**config.mk**
```make
export PLATFORM = sky130hd
export DESIGN_NAME = fdsu_scalar_ctrl
export DESIGN_NICKNAME = d
export VERILOG_FILES = /design/src/design/fdsu_ctrl_pkg.sv /design/src/design/fdsu_format_pkg.sv /design/src/design/fdsu_iter_if.sv /design/src/design/fdsu_scalar_ctrl.sv /design/src/design/fdsu_srt_counter.sv /design/src/design/fdsu_main_fsm.sv
export SDC_FILE = /design/constraint.sdc
export NUM_CORES = 1
export LEC_CHECK = 0
export BUFFER_PORTS_ARGS = -buffer_cell sky130_fd_sc_hd__buf_2
export CAP_MARGIN = 10
export CORE_MARGIN = 5
export CORE_UTILIZATION = 43
export DETAILED_ROUTE_END_ITERATION = 12
export GPL_ROUTABILITY_DRIVEN = 0
export GPL_TIMING_DRIVEN = 0
export PLACE_DENSITY = 0.73
export SLEW_MARGIN = 20
export SYNTH_ARGS = -nofsm -noshare
export SYNTH_HDL_FRONTEND = slang
export SYNTH_SLANG_ARGS = --single-unit
export TNS_END_PERCENT = 20
```
**constraint.sdc**
```tcl
create_clock -name fdsu_clk -period 1.7 [get_ports fdsu_clk]
set_clock_uncertainty 0.1 [all_clocks]
set_input_delay 0.34 -clock fdsu_clk [delete_from_list [all_inputs] [get_ports fdsu_clk]]
set_output_delay 0.34 -clock fdsu_clk [all_outputs]
set_load 0.02 [all_outputs]
```
**src/design/fdsu_ctrl_pkg.sv**
```systemverilog
// State encoding used by the divide/sqrt sequencing state machine
package fdsu_ctrl_pkg;

  //==================================================
  // Sequencer state
  //==================================================
  localparam int unsigned FDSU_STATE_W = 3;

  // Codes follow the legacy datapath encoding
  typedef enum logic [FDSU_STATE_W-1:0] {
    // Waiting for an issue
    st_idle = 3'd0,
    // Wait one cycle before op1 normalization
    st_wfi2 = 3'd1,
    // SRT iteration
    st_iter = 3'd2,
    // Rounding
    st_rnd  = 3'd3,
    // Result packing
    st_pack = 3'd4,
    // Holding the writeback request until grant
    st_wfwb = 3'd5,
    // Denormal op0 normalization
    st_id0  = 3'd6,
    // Denormal op1 normalization
    st_id1  = 3'd7
  } fdsu_state_e;

endpackage

```
**src/design/fdsu_format_pkg.sv**
```systemverilog
// Floating-point format codes and SRT iteration start counts shared by the counter and testbench
package fdsu_format_pkg;

  //==================================================
  // Format encoding
  //==================================================
  // One code per operand format, issued alongside ex1_sel
  typedef enum logic [1:0] {
    fmt_double = 2'd0,
    fmt_single = 2'd1,
    fmt_half   = 2'd2,
    fmt_bhalf  = 2'd3
  } fdsu_fmt_e;

  //==================================================
  // Iteration counter
  //==================================================
  // Wide enough for the double-precision start value
  localparam int unsigned SRT_CNT_W = 5;

  // Start values, the iterate state runs one cycle more than each
  // Double needs 29 radix-4 rounds for its 53-bit quotient
  localparam logic [SRT_CNT_W-1:0] SRT_CNT_DOUBLE = 5'd28;

  // Single, 24-bit mantissa plus guard bits
  localparam logic [SRT_CNT_W-1:0] SRT_CNT_SINGLE = 5'd13;

  // Half precision
  localparam logic [SRT_CNT_W-1:0] SRT_CNT_HALF   = 5'd7;

  // Bfloat16 has the shortest mantissa
  localparam logic [SRT_CNT_W-1:0] SRT_CNT_BHALF  = 5'd5;

endpackage
```
**src/design/fdsu_iter_if.sv**
```systemverilog
// Control link between the sequencing state machine and the SRT iteration counter
`timescale 1ns/1ns

interface fdsu_iter_if;

  // Counter load, one cycle before the first iterate cycle
  logic iter_start;
  // High throughout the iterate state
  logic itering;
  // Instruction leaves ex1
  logic ex1_pipedown;
  // Warm-up or asynchronous flush
  logic flush;
  // Final iterate cycle
  logic last_round;

  modport fsm (
    output iter_start, itering, ex1_pipedown, flush,
    input  last_round
  );

  modport cnt (
    input  iter_start, itering, ex1_pipedown, flush,
    output last_round
  );

endinterface

```
**src/design/fdsu_scalar_ctrl.sv**
```systemverilog
// Top level of the scalar divide/sqrt control block, joining the sequencer and iteration counter
`timescale 1ns/1ns

module fdsu_scalar_ctrl
  import fdsu_format_pkg::*;
(
  input  logic       fdsu_clk,
  input  logic       cpurst_b,
  // Issue
  input  logic       ex1_sel,
  input  fdsu_fmt_e  ex1_fmt,
  input  logic       ex1_div,
  input  logic       ex1_op0_denorm,
  input  logic       ex1_op1_denorm,
  input  logic       ex1_srt_skip,
  output logic       ex1_stall,
  // Datapath feedback
  input  logic       ex2_range_skip,
  input  logic       srt_remainder_zero,
  // Writeback
  output logic       wb_req,
  input  logic       wb_grant,
  // Flush
  input  logic       warm_up,
  input  logic       async_flush,
  // Status
  output logic       state_idle,
  output logic       busy,
  output logic       srt_sm_on,
  // Pipeline strobes
  output logic       ex1_pipedown,
  output logic       ex2_pipedown,
  output logic       ex3_pipedown,
  output logic       ex4_pipedown,
  output logic       ex2_srt_first_round,
  // Datapath selects
  output logic       op1_sel,
  output logic       save_op0,
  output logic       save_ff1_op1
);

  fdsu_iter_if iter ();

  fdsu_main_fsm u_fsm (
    .fdsu_clk       (fdsu_clk),
    .cpurst_b       (cpurst_b),
    .ex1_sel        (ex1_sel),
    .ex1_div        (ex1_div),
    .ex1_op0_denorm (ex1_op0_denorm),
    .ex1_op1_denorm (ex1_op1_denorm),
    .wb_grant       (wb_grant),
    .warm_up        (warm_up),
    .async_flush    (async_flush),
    .iter           (iter.fsm),
    .ex1_stall      (ex1_stall),
    .wb_req         (wb_req),
    .state_idle     (state_idle),
    .busy           (busy),
    .srt_sm_on      (srt_sm_on),
    .ex2_pipedown   (ex2_pipedown),
    .ex3_pipedown   (ex3_pipedown),
    .ex4_pipedown   (ex4_pipedown),
    .op1_sel        (op1_sel),
    .save_op0       (save_op0),
    .save_ff1_op1   (save_ff1_op1)
  );

  fdsu_srt_counter u_cnt (
    .fdsu_clk            (fdsu_clk),
    .cpurst_b            (cpurst_b),
    .ex1_fmt             (ex1_fmt),
    .ex1_srt_skip        (ex1_srt_skip),
    .ex2_range_skip      (ex2_range_skip),
    .srt_remainder_zero  (srt_remainder_zero),
    .iter                (iter.cnt),
    .ex2_srt_first_round (ex2_srt_first_round)
  );

  // ex1 strobe also feeds the operand latches outside this block
  assign ex1_pipedown = iter.ex1_pipedown;

endmodule

```
**src/design/fdsu_srt_counter.sv**
```systemverilog
// SRT iteration counter with skip capture, last-round detection and first-round flag
`timescale 1ns/1ns

module fdsu_srt_counter
  import fdsu_format_pkg::*;
(
  input  logic          fdsu_clk,
  input  logic          cpurst_b,
  input  fdsu_fmt_e     ex1_fmt,
  input  logic          ex1_srt_skip,
  input  logic          ex2_range_skip,
  input  logic          srt_remainder_zero,
  fdsu_iter_if.cnt      iter,
  output logic          ex2_srt_first_round
);

  logic [SRT_CNT_W-1:0] srt_cnt;
  logic [SRT_CNT_W-1:0] srt_cnt_ini;
  logic                 srt_cnt_zero;
  logic                 ex2_special_skip;

  //==================================================
  // Start value
  //==================================================
  always_comb
  begin
    case (ex1_fmt)
      fmt_double: srt_cnt_ini = SRT_CNT_DOUBLE;
      fmt_single: srt_cnt_ini = SRT_CNT_SINGLE;
      fmt_half:   srt_cnt_ini = SRT_CNT_HALF;
      default:    srt_cnt_ini = SRT_CNT_BHALF;
    endcase
  end

  //==================================================
  // Counter
  //==================================================
  // Stops at zero instead of wrapping on the final round
  always_ff @(posedge fdsu_clk or negedge cpurst_b)
  begin
    if (!cpurst_b)
      srt_cnt <= '0;
    else if (iter.flush)
      srt_cnt <= '0;
    else if (iter.iter_start)
      srt_cnt <= srt_cnt_ini;
    else if (iter.itering && !srt_cnt_zero)
      srt_cnt <= srt_cnt - SRT_CNT_W'(1);
  end

  assign srt_cnt_zero = (srt_cnt == '0);

  // Special-case result known at issue, carried into ex2
  always_ff @(posedge fdsu_clk or negedge cpurst_b)
  begin
    if (!cpurst_b)
      ex2_special_skip <= 1'b0;
    else if (iter.ex1_pipedown)
      ex2_special_skip <= ex1_srt_skip;
  end

  assign iter.last_round = iter.itering
                        && (srt_cnt_zero || ex2_special_skip
                            || ex2_range_skip || srt_remainder_zero);

  //==================================================
  // First round flag
  //==================================================
  always_ff @(posedge fdsu_clk or negedge cpurst_b)
  begin
    if (!cpurst_b)
      ex2_srt_first_round <= 1'b0;
    else if (iter.flush)
      ex2_srt_first_round <= 1'b0;
    else
      ex2_srt_first_round <= iter.ex1_pipedown;
  end

  // Count only moves down during iteration
  a_no_wrap: assert property (@(posedge fdsu_clk) disable iff (!cpurst_b)
    (iter.itering && !iter.flush) |=> (srt_cnt <= $past(srt_cnt)));

endmodule

```
**src/design/fdsu_main_fsm.sv**
```systemverilog
// Divide/sqrt sequencer: state machine, denormal stall, flush, pipeline strobes and writeback request
`timescale 1ns/1ns

module fdsu_main_fsm
  import fdsu_ctrl_pkg::*;
(
  input  logic          fdsu_clk,
  input  logic          cpurst_b,
  input  logic          ex1_sel,
  input  logic          ex1_div,
  input  logic          ex1_op0_denorm,
  input  logic          ex1_op1_denorm,
  input  logic          wb_grant,
  input  logic          warm_up,
  input  logic          async_flush,
  fdsu_iter_if.fsm      iter,
  output logic          ex1_stall,
  output logic          wb_req,
  output logic          state_idle,
  output logic          busy,
  output logic          srt_sm_on,
  output logic          ex2_pipedown,
  output logic          ex3_pipedown,
  output logic          ex4_pipedown,
  output logic          op1_sel,
  output logic          save_op0,
  output logic          save_ff1_op1
);

  fdsu_state_e cur_state;
  fdsu_state_e next_state;
  logic        dn_op0;
  logic        dn_op1;
  logic        sm_start;
  logic        dn_stall;
  logic        flush;
  logic        st_is_idle;
  logic        st_is_wfi2;
  logic        st_is_iter;
  logic        st_is_rnd;
  logic        st_is_pack;
  logic        st_is_wfwb;
  logic        st_is_id0;
  logic        st_is_id1;

  //==================================================
  // Issue qualification
  //==================================================
  // op1 only matters for a divide
  assign dn_op0   = ex1_sel && ex1_op0_denorm;
  assign dn_op1   = ex1_sel && ex1_div && ex1_op1_denorm;
  assign sm_start = ex1_sel && st_is_idle;
  assign flush    = warm_up || async_flush;

  //==================================================
  // State machine
  //==================================================
  always_ff @(posedge fdsu_clk or negedge cpurst_b)
  begin
    if (!cpurst_b)
      cur_state <= st_idle;
    else if (flush)
      cur_state <= st_idle;
    else
      cur_state <= next_state;
  end

  always_comb
  begin
    case (cur_state)
      st_idle:
      begin
        if (!ex1_sel)
          next_state = st_idle;
        else if (dn_op0)
          next_state = st_id0;
        else if (dn_op1)
          next_state = st_wfi2;
        else
          next_state = st_iter;
      end
      st_id0:  next_state = dn_op1 ? st_wfi2 : st_iter;
      st_wfi2: next_state = st_id1;
      st_id1:  next_state = st_iter;
      st_iter: next_state = iter.last_round ? st_rnd : st_iter;
      st_rnd:  next_state = st_pack;
      st_pack: next_state = st_wfwb;
      st_wfwb: next_state = wb_grant ? st_idle : st_wfwb;
      default: next_state = st_idle;
    endcase
  end

  // State decodes
  assign st_is_idle = (cur_state == st_idle);
  assign st_is_wfi2 = (cur_state == st_wfi2);
  assign st_is_iter = (cur_state == st_iter);
  assign st_is_rnd  = (cur_state == st_rnd);
  assign st_is_pack = (cur_state == st_pack);
  assign st_is_wfwb = (cur_state == st_wfwb);
  assign st_is_id0  = (cur_state == st_id0);
  assign st_is_id1  = (cur_state == st_id1);

  //==================================================
  // Denormal stall and iteration start
  //==================================================
  assign dn_stall  = st_is_wfi2
                  || (st_is_id0 && dn_op1)
                  || (sm_start && (dn_op0 || dn_op1));
  assign ex1_stall = ex1_sel && dn_stall;

  // Last ex1 cycle of the operation, whichever path it took
  assign iter.iter_start   = (sm_start && !dn_op0 && !dn_op1)
                          || (st_is_id0 && !dn_op1)
                          || st_is_id1;
  assign iter.itering      = st_is_iter;
  assign iter.flush        = flush;

  //==================================================
  // Pipeline strobes
  //==================================================
  // Warm-up pushes every stage so stale payload drains out
  assign iter.ex1_pipedown = iter.iter_start || warm_up;
  assign ex2_pipedown      = (st_is_iter && iter.last_round) || warm_up;
  assign ex3_pipedown      = st_is_rnd || warm_up;
  assign ex4_pipedown      = st_is_pack || warm_up;

  //==================================================
  // Datapath selects and status
  //==================================================
  assign op1_sel      = st_is_wfi2 || st_is_id1;
  assign save_ff1_op1 = st_is_wfi2;
  // Keep normalized op0 while op1 still needs its own pass
  assign save_op0     = st_is_id0 && dn_op1;

  assign wb_req     = st_is_wfwb;
  assign state_idle = st_is_idle;
  assign srt_sm_on  = st_is_iter;
  assign busy       = !st_is_idle && !st_is_wfi2 && !st_is_id0 && !st_is_id1;

  //==================================================
  // Assertions
  //==================================================
  // A pending result never coexists with an ex1 stall
  a_req_no_stall: assert property (@(posedge fdsu_clk) disable iff (!cpurst_b)
    !(wb_req && ex1_stall));

  // Any flush lands the sequencer in idle
  a_flush_idle: assert property (@(posedge fdsu_clk) disable iff (!cpurst_b)
    flush |=> state_idle);

endmodule

```
==> results of run 1 <==
-- final cells by class --
type	instances	area, sq um	share of cell area
multi-input combinational	72	560.5	0.4721
sequential	10	251.5	0.2118
timing repair buffer	37	249.0	0.2097
buffer	4	50.05	0.04215
tap	25	31.28	0.02634
clock buffer	3	22.52	0.01897
inverter	6	22.52	0.01897
-- critical path, stage by stage (launching register included) --
cell,delay [ps]
dfrtp_1,400
inv_2,60
ha_1,120
or4b_4,480
a21boi_4,170
or2_4,140
buf_6,100
-- flip-flops by register name, summed over array words and instances, names as in the netlist --
signal,cells
u_cnt.srt_cnt,5
u_fsm.cur_state,3
u_cnt.ex2_special_skip,1
u_cnt.ex2_srt_first_round,1
-- worst max-delay path by stage --
stage                                 from  slack, ps  depth (start not counted)            to
after global placement    u_cnt.srt_cnt[0]       -310                          6  ex2_pipedown
final                     u_cnt.srt_cnt[1]       -470                          6  ex2_pipedown
after floorplan           u_cnt.srt_cnt[0]       -110                          5  ex2_pipedown
after global routing      u_cnt.srt_cnt[1]       -530                          6  ex2_pipedown
after CTS                 u_cnt.srt_cnt[0]       -470                          6  ex2_pipedown
after detailed placement  u_cnt.srt_cnt[0]       -310                          6  ex2_pipedown
-- power breakdown --
part,internal (mW),switching (mW)
Sequential,0.249,0.0100
Clock,0.0813,0.0735
Combinational,0.126,0.133
Total,0.457,0.217
-- through the flow --
stage               hold slack [ps]  instance area (sq um)
floorplan                    -55.59                  794.5
global placement              109.1                  955.9
detailed placement            108.7                  955.9
CTS                           211.1                   1134
global route                  214.3                   1187
finish                        221.6                   1187
-- per-layer routing --
layer	up-vias	global-route usage
met5	-	0
met4	0	0.05957
met3	4	0.01994
met2	21	0.2955
met1	411	0.2232
li1	419	-
-- timing repair --
item | in CTS | in global routing
resized for setup | 27 | 10
hold endpoints to repair | 10 | 0
hold buffers | 1 | 0
endpoints found under the setup margin | 18 | 18
pin swaps | 6 | 8
setup buffers | 8 | 2
-- kinds of logic (layout without fill, tap and decap cells) --
logic type | count (synthesis) | in the layout | share of synthesized area
flip-flops | 10 | 10 | 0.3200
XOR/XNOR | 4 | 4 | 0.04481
AO/OA/AOI/OAI | 25 | 25 | 0.2080
AND/OR/NAND/NOR | 39 | 39 | 0.3072
buffers and inverters | 10 | 50 | 0.05919
adder cells (fa/ha/maj) | 2 | 2 | 0.03199
multiplexers | 2 | 2 | 0.02880
-- cells in the final DEF (no fill, tap or decap), types with 2 or more instances in the layout --
cell type,count
a21oi_1,7
a31oi_1,2
and2_1,2
and3_1,2
buf_2,17
buf_4,16
buf_6,5
clkbuf_4,3
clkbuf_8,2
dfrtp_1,9
ha_1,2
inv_1,2
inv_2,4
mux2_4,2
nand2b_1,2
nand3_1,2
nand4_1,2
nor2_1,7
nor2b_1,2
nor3_1,3
nor3_2,2
nor3b_4,2
o21ai_0,5
o31ai_1,3
xor2_1,2
==> results.md, run 1 <==
* R2R setup slack at -340 ps
* Hpwl dp at approximately 1500 um
* Worst Hold End: u_cnt.ex2_special_skip
* Worst-path clk slew at ~70 ps
* Antenna viol nets, final at 0
* Final wirelength at 2183 um
* Top Metal Used: met4
* Crit end category: primary output
* Area added between synthesis and finish at 51.84%
* Boundary pin count at 27
* Yosys reg bits at 10
* Syn Inst Count at around 90
* Post-synth EDFFs at 0
* Worst r2r src: u_cnt.srt_cnt[1]
* RR Endpoint: u_cnt.srt_cnt[1]
* CTS max path bufs at 2
* Peak VDD IR at around 0.34 mV
* Final Util at 0.6877
* Setup violations, final at 13
* Final worst slack at -465.4 ps
* Total GRT Usage at 0.1734
* Post-synth top area cell: dfrtp_1
* Slew of the pin with the lowest slew margin at about 480 ps
* Die Y-Extent at ~53 um
* DR iter-0 viols at 10
* Period utilisation layout at 1.274
* CTS tree: built
* Synth top cells by count: dfrtp_1, nor2_1, a21oi_1
* DR WL met3 at 101 um
* Hold path depth at 2
* Syn_nets at 108
* Highest clock rate at 0.4618 GHz
* Register area share after synthesis at 0.3200
* Largest net degree at the start of global routing at 11
* Hold Crit Start: ex1_srt_skip
* Remaining Overflow, GRT at 0
* Total power at around 0.67 mW
* Final Hold Vio Count at 0
* MaxCap Viol Count at 0
* Die ar. at 0.002772 sq mm
* CP max FO at 2
* Startpoint Class: flip-flop
* Async SR Flop Fraction at 1.000
* First-pass iteration count of the detailed router at 4
* Sink Count at 10
* Num CTS Buffers at 3
* Yosys top cell area share at 0.3200
* Initial core utilization at 0.4529
* Mapped Avg Cell Area at ~8.5 sq um
* Final setup TNS at -2314 ps
* WP data arrival at ~1700 ps
* Share of layout cells above drive strength 1 at 0.5000
* Final number of max-transition violations at 0
* Vias per std cell at between 5 and 6
* Clk Tree Root Cell: clkbuf_4
* Site Rows at 15
* Worst slew margin at 0.6822
* RSZ-0062 raised after global routing: yes
* Final min period at between 2000 and 2500 ps
* Power Density at 567.5 mW/mm^2
* Vias at 855
* Leak at 0.5445 nW
* Worst r2r path cells at 8
* # port buffers at 26
* DRC viols at 0
* Most common cell in the netlist: dfrtp_1
* Status: complete, but fails checks
* Mapped Area at a little under 800 sq um
* Post-route insts no fill at around 160
* Failing checks: negative setup slack
* HP Class: in2reg
* CP required at between 1000 and 1500 ps
* Die width at around 53 um
* First-pass GRT wire length at between 3000 and 4000 um
* Core region area at about 0.0017 sq mm
* DP Worst Slack at -309.6 ps
* FILL cells at between 100 and 150
* Placed cells at ~140
* Initial antenna violation count at 0
* Top post-synthesis cells by area: dfrtp_1, a21oi_1, nor2_1
* WS Path Type: reg2out
* Synthesis Warnings at 0
* Post-synth top flop: dfrtp_1
* H-Tree Level Count at 1
* Final Net Count at 150
* WL per Instance at 13.90 um
* Distinct cells, synth at 38
* Met2 WL at approximately 1100 um
* Antenna cell count at 0
* M1 wire length at around 960 um
* Vias in the first global route at around 840
* Clk_lat worst skew at between 200 and 300 ps
Note: power is estimated with default switching activity, not from simulation.
==> run 2, diff against run 1 <==
--- a/config.mk
+++ b/config.mk
@@ -10,9 +10,9 @@
 export CORE_MARGIN = 5
 export CORE_UTILIZATION = 43
 export DETAILED_ROUTE_END_ITERATION = 12
-export GPL_ROUTABILITY_DRIVEN = 0
 export GPL_TIMING_DRIVEN = 0
 export PLACE_DENSITY = 0.73
+export RECOVER_POWER = 100
 export SLEW_MARGIN = 20
 export SYNTH_ARGS = -nofsm -noshare
 export SYNTH_HDL_FRONTEND = slang
==> results.md, run 2 (synthesis gave the netlist of run 1 again) <==
* Die Y-Extent at 52.65 um
* First-pass GRT wire length at around 3600 um
* Peak VDD IR at 0.3371 mV
* WL per Instance at roughly 14 um
* Failing checks: negative setup slack
* DR iter-0 viols at 17
* Clk_lat worst skew at about 250 ps
* Status: complete, but fails checks
* Final Hold Vio Count at 0
* H-Tree Level Count at 1
* Vias in the first global route at 836
* CP required at around 1300 ps
* Area added between synthesis and finish at 50.08%
* Worst hold slack at 222.6 ps
* Boundary pin count at 27
* Largest reg by FF count: u_cnt.srt_cnt
* WP data arrival at about 1700 ps
* First-pass iteration count of the detailed router at 4
* Initial core utilization at 0.4529
* Die width at around 53 um
* Final wirelength at around 2200 um
* Core region area at between 0.0015 and 0.002 sq mm
* Clk Tree Root Cell: clkbuf_4
* Leak at roughly 0.53 nW
* CTS max path bufs at 2
* FILL cells at approximately 150
* Commonest non-fill, non-tap cells in the layout: buf_2, buf_4, dfrtp_1
* R2R setup slack at -340 ps
* Vias per std cell at roughly 5.5
* CTS tree: built
* WS Path Type: reg2out
* Worst slew margin at 0.6391
* Remaining Overflow, GRT at 0
* Multi-input logic area at ~560 sq um
* Final worst slack at -465.4 ps
* Worst-path clk slew at 70 ps
* Crit end category: primary output
* Final min period at roughly 2200 ps
* Die ar. at 0.002772 sq mm
* Final Net Count at 150
* Final number of max-transition violations at 0
* # port buffers at 26
* Initial antenna violation count at 0
* Hpwl dp at 1537 um
* Setup violations, final at 18
* Site Rows at 15
* Highest clock rate at between 0.4 and 0.5 GHz
* Power Density at approximately 570 mW/mm^2
* Largest net degree at the start of global routing at 11
* Reg area at approximately 250 sq um
* Vias at between 800 and 900
* Period utilisation layout at 1.274
* Final setup TNS at -3543 ps
* Total GRT Usage at 0.1734
* Gpl congestion at between 0.8 and 0.9
* Startpoint Class: flip-flop
* RSZ-0062 raised after global routing: yes
* Final Util at 0.6797
* Max FFs per register at 5
* MaxCap Viol Count at 0
* Slew of the pin with the lowest slew margin at between 500 and 600 ps
* Biggest regs: u_cnt.srt_cnt x5, u_fsm.cur_state x3
* Sink Count at 10
* Share of layout cells above drive strength 1 at 0.4697
* Antenna cell count at 0
* Num CTS Buffers at 3
* DRC viols at 0
* Antenna viol nets, final at 0
* HP Class: in2reg
* CP max FO at 2
-- run 2: changes by cell type in the layout (fill, tap and decap cells not counted) --
cell	change
clkbuf_1	+4
buf_2	-2
buf_4	-1
buf_6	-1
-- run 2: path summary, 6_finish.rpt --
kind                                        startpoint  cells past startpoint                endpoint
worst max-delay path                  u_cnt.srt_cnt[1]                      6            ex2_pipedown
worst min-delay path                      ex1_srt_skip                      2  u_cnt.ex2_special_skip
worst max register to register        u_cnt.srt_cnt[1]                      8        u_cnt.srt_cnt[1]
worst min register to register  u_cnt.ex2_special_skip                      1  u_cnt.ex2_special_skip
max in group asynchronous                     cpurst_b                      2      u_fsm.cur_state[1]
min in group asynchronous                     cpurst_b                      2        u_cnt.srt_cnt[2]
-- run 2: critical path, stage by stage (launching register included) --
cell	delay (ps)
dfrtp_1	400
inv_2	60
ha_1	120
or4b_4	480
a21boi_4	170
or2_4	140
buf_6	100
-- run 2: per-stage QoR --
stage,cells,setup WS [ps],area (sq um),total power [mW]
2_1_floorplan,92,-110.8,794.5,0.3883
3_3_place_gp,143,-305.2,955.9,0.4497
3_5_place_dp,143,-309.6,955.9,0.4542
4_1_cts,155,-469.9,1134,0.6564
5_1_grt,157,-527.2,1174,0.7109
6_report,157,-465.4,1174,0.6702
-- run 2: what timing repair did --
item                                   CTS  global route
buffers inserted                         8             2
setup endpoints to repair               18            18
pin swaps                                6             8
hold buffers                             1             0
endpoints found under the hold margin   10             0
resized for setup                       27            10
-- run 2: area by class of cell --
cell class,instances,share of cell area
plain buffers,4,0.03625
clock buffers,3,0.01919
inverters,6,0.01919
multi-input cells,72,0.4776
flip-flops and latches,10,0.2143
well taps,25,0.02665
repair buffers,37,0.2068
-- run 2: routing by layer --
layer  GRT usage  wire length [um]
met5           0                 0
met4     0.05957                18
met3     0.01994               120
met2      0.2955              1097
met1      0.2232               942
-- run 2: where the power goes --
group | total (mW) | internal (mW) | switching, mW
registers | 0.259 | 0.249 | 0.00953
logic | 0.257 | 0.123 | 0.134
clock network | 0.155 | 0.0813 | 0.0734
==> run 3, diff against run 2 <==
--- a/config.mk
+++ b/config.mk
@@ -7,11 +7,11 @@
 export LEC_CHECK = 0
 export BUFFER_PORTS_ARGS = -buffer_cell sky130_fd_sc_hd__buf_2
 export CAP_MARGIN = 10
-export CORE_MARGIN = 5
+export CORE_MARGIN = 1.5
 export CORE_UTILIZATION = 43
 export DETAILED_ROUTE_END_ITERATION = 12
 export GPL_TIMING_DRIVEN = 0
-export PLACE_DENSITY = 0.73
+export PLACE_DENSITY = 0.84
 export RECOVER_POWER = 100
 export SLEW_MARGIN = 20
 export SYNTH_ARGS = -nofsm -noshare
==> results.md, run 3 (synthesis gave the netlist of run 1 again) <==
* Final min period at between 2000 and 2500 ps
* RR Endpoint: u_cnt.srt_cnt[1]
* Critical Path Source: u_cnt.srt_cnt[0]
* First-pass iteration count of the detailed router at 4
* Share of layout cells above drive strength 1 at 0.4887
* Biggest regs: u_cnt.srt_cnt x5, u_fsm.cur_state x3
* Num CTS Buffers at 3
* Failing checks: negative setup slack
* H-Tree Level Count at 1
* Total power at a little under 0.7 mW
* Vias at a little under 900
* Largest reg by FF count: u_cnt.srt_cnt
* Final Net Count at around 150
* Slew of the pin with the lowest slew margin at 553.8 ps
* CTS max path bufs at 2
* Remaining Overflow, GRT at 0
* Commonest non-fill, non-tap cells in the layout: buf_4, buf_2, dfrtp_1
* Worst r2r src: u_cnt.srt_cnt[0]
* First-pass GRT wire length at 3249 um
* Period utilisation layout at 1.315
* CP max FO at 2
* Antenna viol nets, final at 0
* Initial core utilization at 0.4579
* Worst-path clk slew at about 70 ps
* Site Rows at 15
* Total GRT Usage at 0.2170
* Hold Crit Start: ex1_srt_skip
* # port buffers at 26
* Vias in the first global route at approximately 750
* CTS tree: built
* WS Path Type: reg2out
* Status: complete, but fails checks
* Worst r2r path cells at 8
* Clk_lat worst skew at approximately 260 ps
* Final setup TNS at -3931 ps
* Vias per std cell at about 5.5
* Area added between synthesis and finish at 53.60%
* Final number of max-transition violations at 0
* DRC viols at 0
* Hpwl dp at between 1000 and 1500 um
* Setup violations, final at 18
* Peak VDD IR at 0.2892 mV
* Worst slew margin at 0.6308
* Core region area at between 0.0015 and 0.002 sq mm
* Post-route insts no fill at around 160
* Sink Count at 10
* Die ar. at 0.002083 sq mm
* Initial antenna violation count at 0
* Largest net degree at the start of global routing at 11
* Startpoint Class: flip-flop
* Final Hold Vio Count at 0
* Crit end category: primary output
* Hold path depth at 2
* Commonest non-fill, non-tap cell in the layout: buf_4
* Placed cells at about 140
* MaxCap Viol Count at 0
* WP data arrival at around 1800 ps
* Final worst slack at -535.2 ps
* Die Y-Extent at 45.65 um
* Final Util at 0.7033
* Leak at 0.5507 nW
* HP Class: in2reg
* Final wirelength at approximately 2300 um
* Max FFs per register at 5
* DP Worst Slack at -310.0 ps
* CP required at roughly 1300 ps
* Boundary pin count at 27
* Clk Tree Root Cell: clkbuf_4
* Highest clock rate at around 0.45 GHz
* R2R setup slack at -350 ps
* DR iter-0 viols at 21
* WL per Instance at approximately 15 um
* Worst Hold End: u_cnt.ex2_special_skip
* Die width at 45.65 um
* Antenna cell count at 0
* Gpl congestion at about 0.83
* Power Density at ~570 mW/mm^2
* RSZ-0062 raised after global routing: yes
-- run 3: worst max-delay path by stage --
stage,to,cells past startpoint
final,ex2_pipedown,6
after global routing,ex2_pipedown,6
after CTS,ex2_pipedown,6
after detailed placement,ex2_pipedown,6
after global placement,ex2_pipedown,6
after floorplan,ex2_pipedown,5
-- run 3: where the power goes --
group | internal [mW] | switching [mW]
Sequential | 0.249 | 0.00942
Combinational | 0.128 | 0.137
Clock | 0.0814 | 0.0797
Total | 0.459 | 0.226
-- run 3: through the flow --
step,cell area (sq um),hold slack (ps)
CTS,1125,223.8
finish,1201,223.7
floorplan,794.5,-55.59
global route,1201,217.9
detailed placement,955.9,109.2
global placement,955.9,107.8
-- run 3: area by class of cell --
cell class                      instances  area [sq um]
Multi-Input combinational cell         72         575.6
Inverter                                6         22.52
Clock buffer                            3         22.52
Sequential cell                        10         251.5
Timing Repair Buffer                   38         257.7
Fill cell                             125         506.7
Buffer                                  4         40.04
Tap cell                               25         31.28
-- run 3: metal layers --
| metal | global-route usage | vias to the layer above | wire, um |
|---|---|---|---|
| met5 | 0 | - | 0 |
| met4 | 0.1000 | 0 | 60 |
| met3 | 0.02381 | 10 | 67 |
| met2 | 0.3437 | 34 | 1161 |
| met1 | 0.2934 | 406 | 1006 |
| li1 | - | 417 | - |
-- run 3: what timing repair did --
action	in CTS	in global routing
gates resized for setup	23	17
setup endpoints to repair	16	19
hold buffers	1	0
pin swaps	8	8
buffers inserted	8	3
endpoints found under the hold margin	10	0
-- run 3: worst max-delay path, stage by stage, from the launching register on --
cell	delay (ps)
dfrtp_1	400
inv_2	90
ha_4	120
or4b_4	480
a21boi_4	190
or2_4	140
buf_6	100
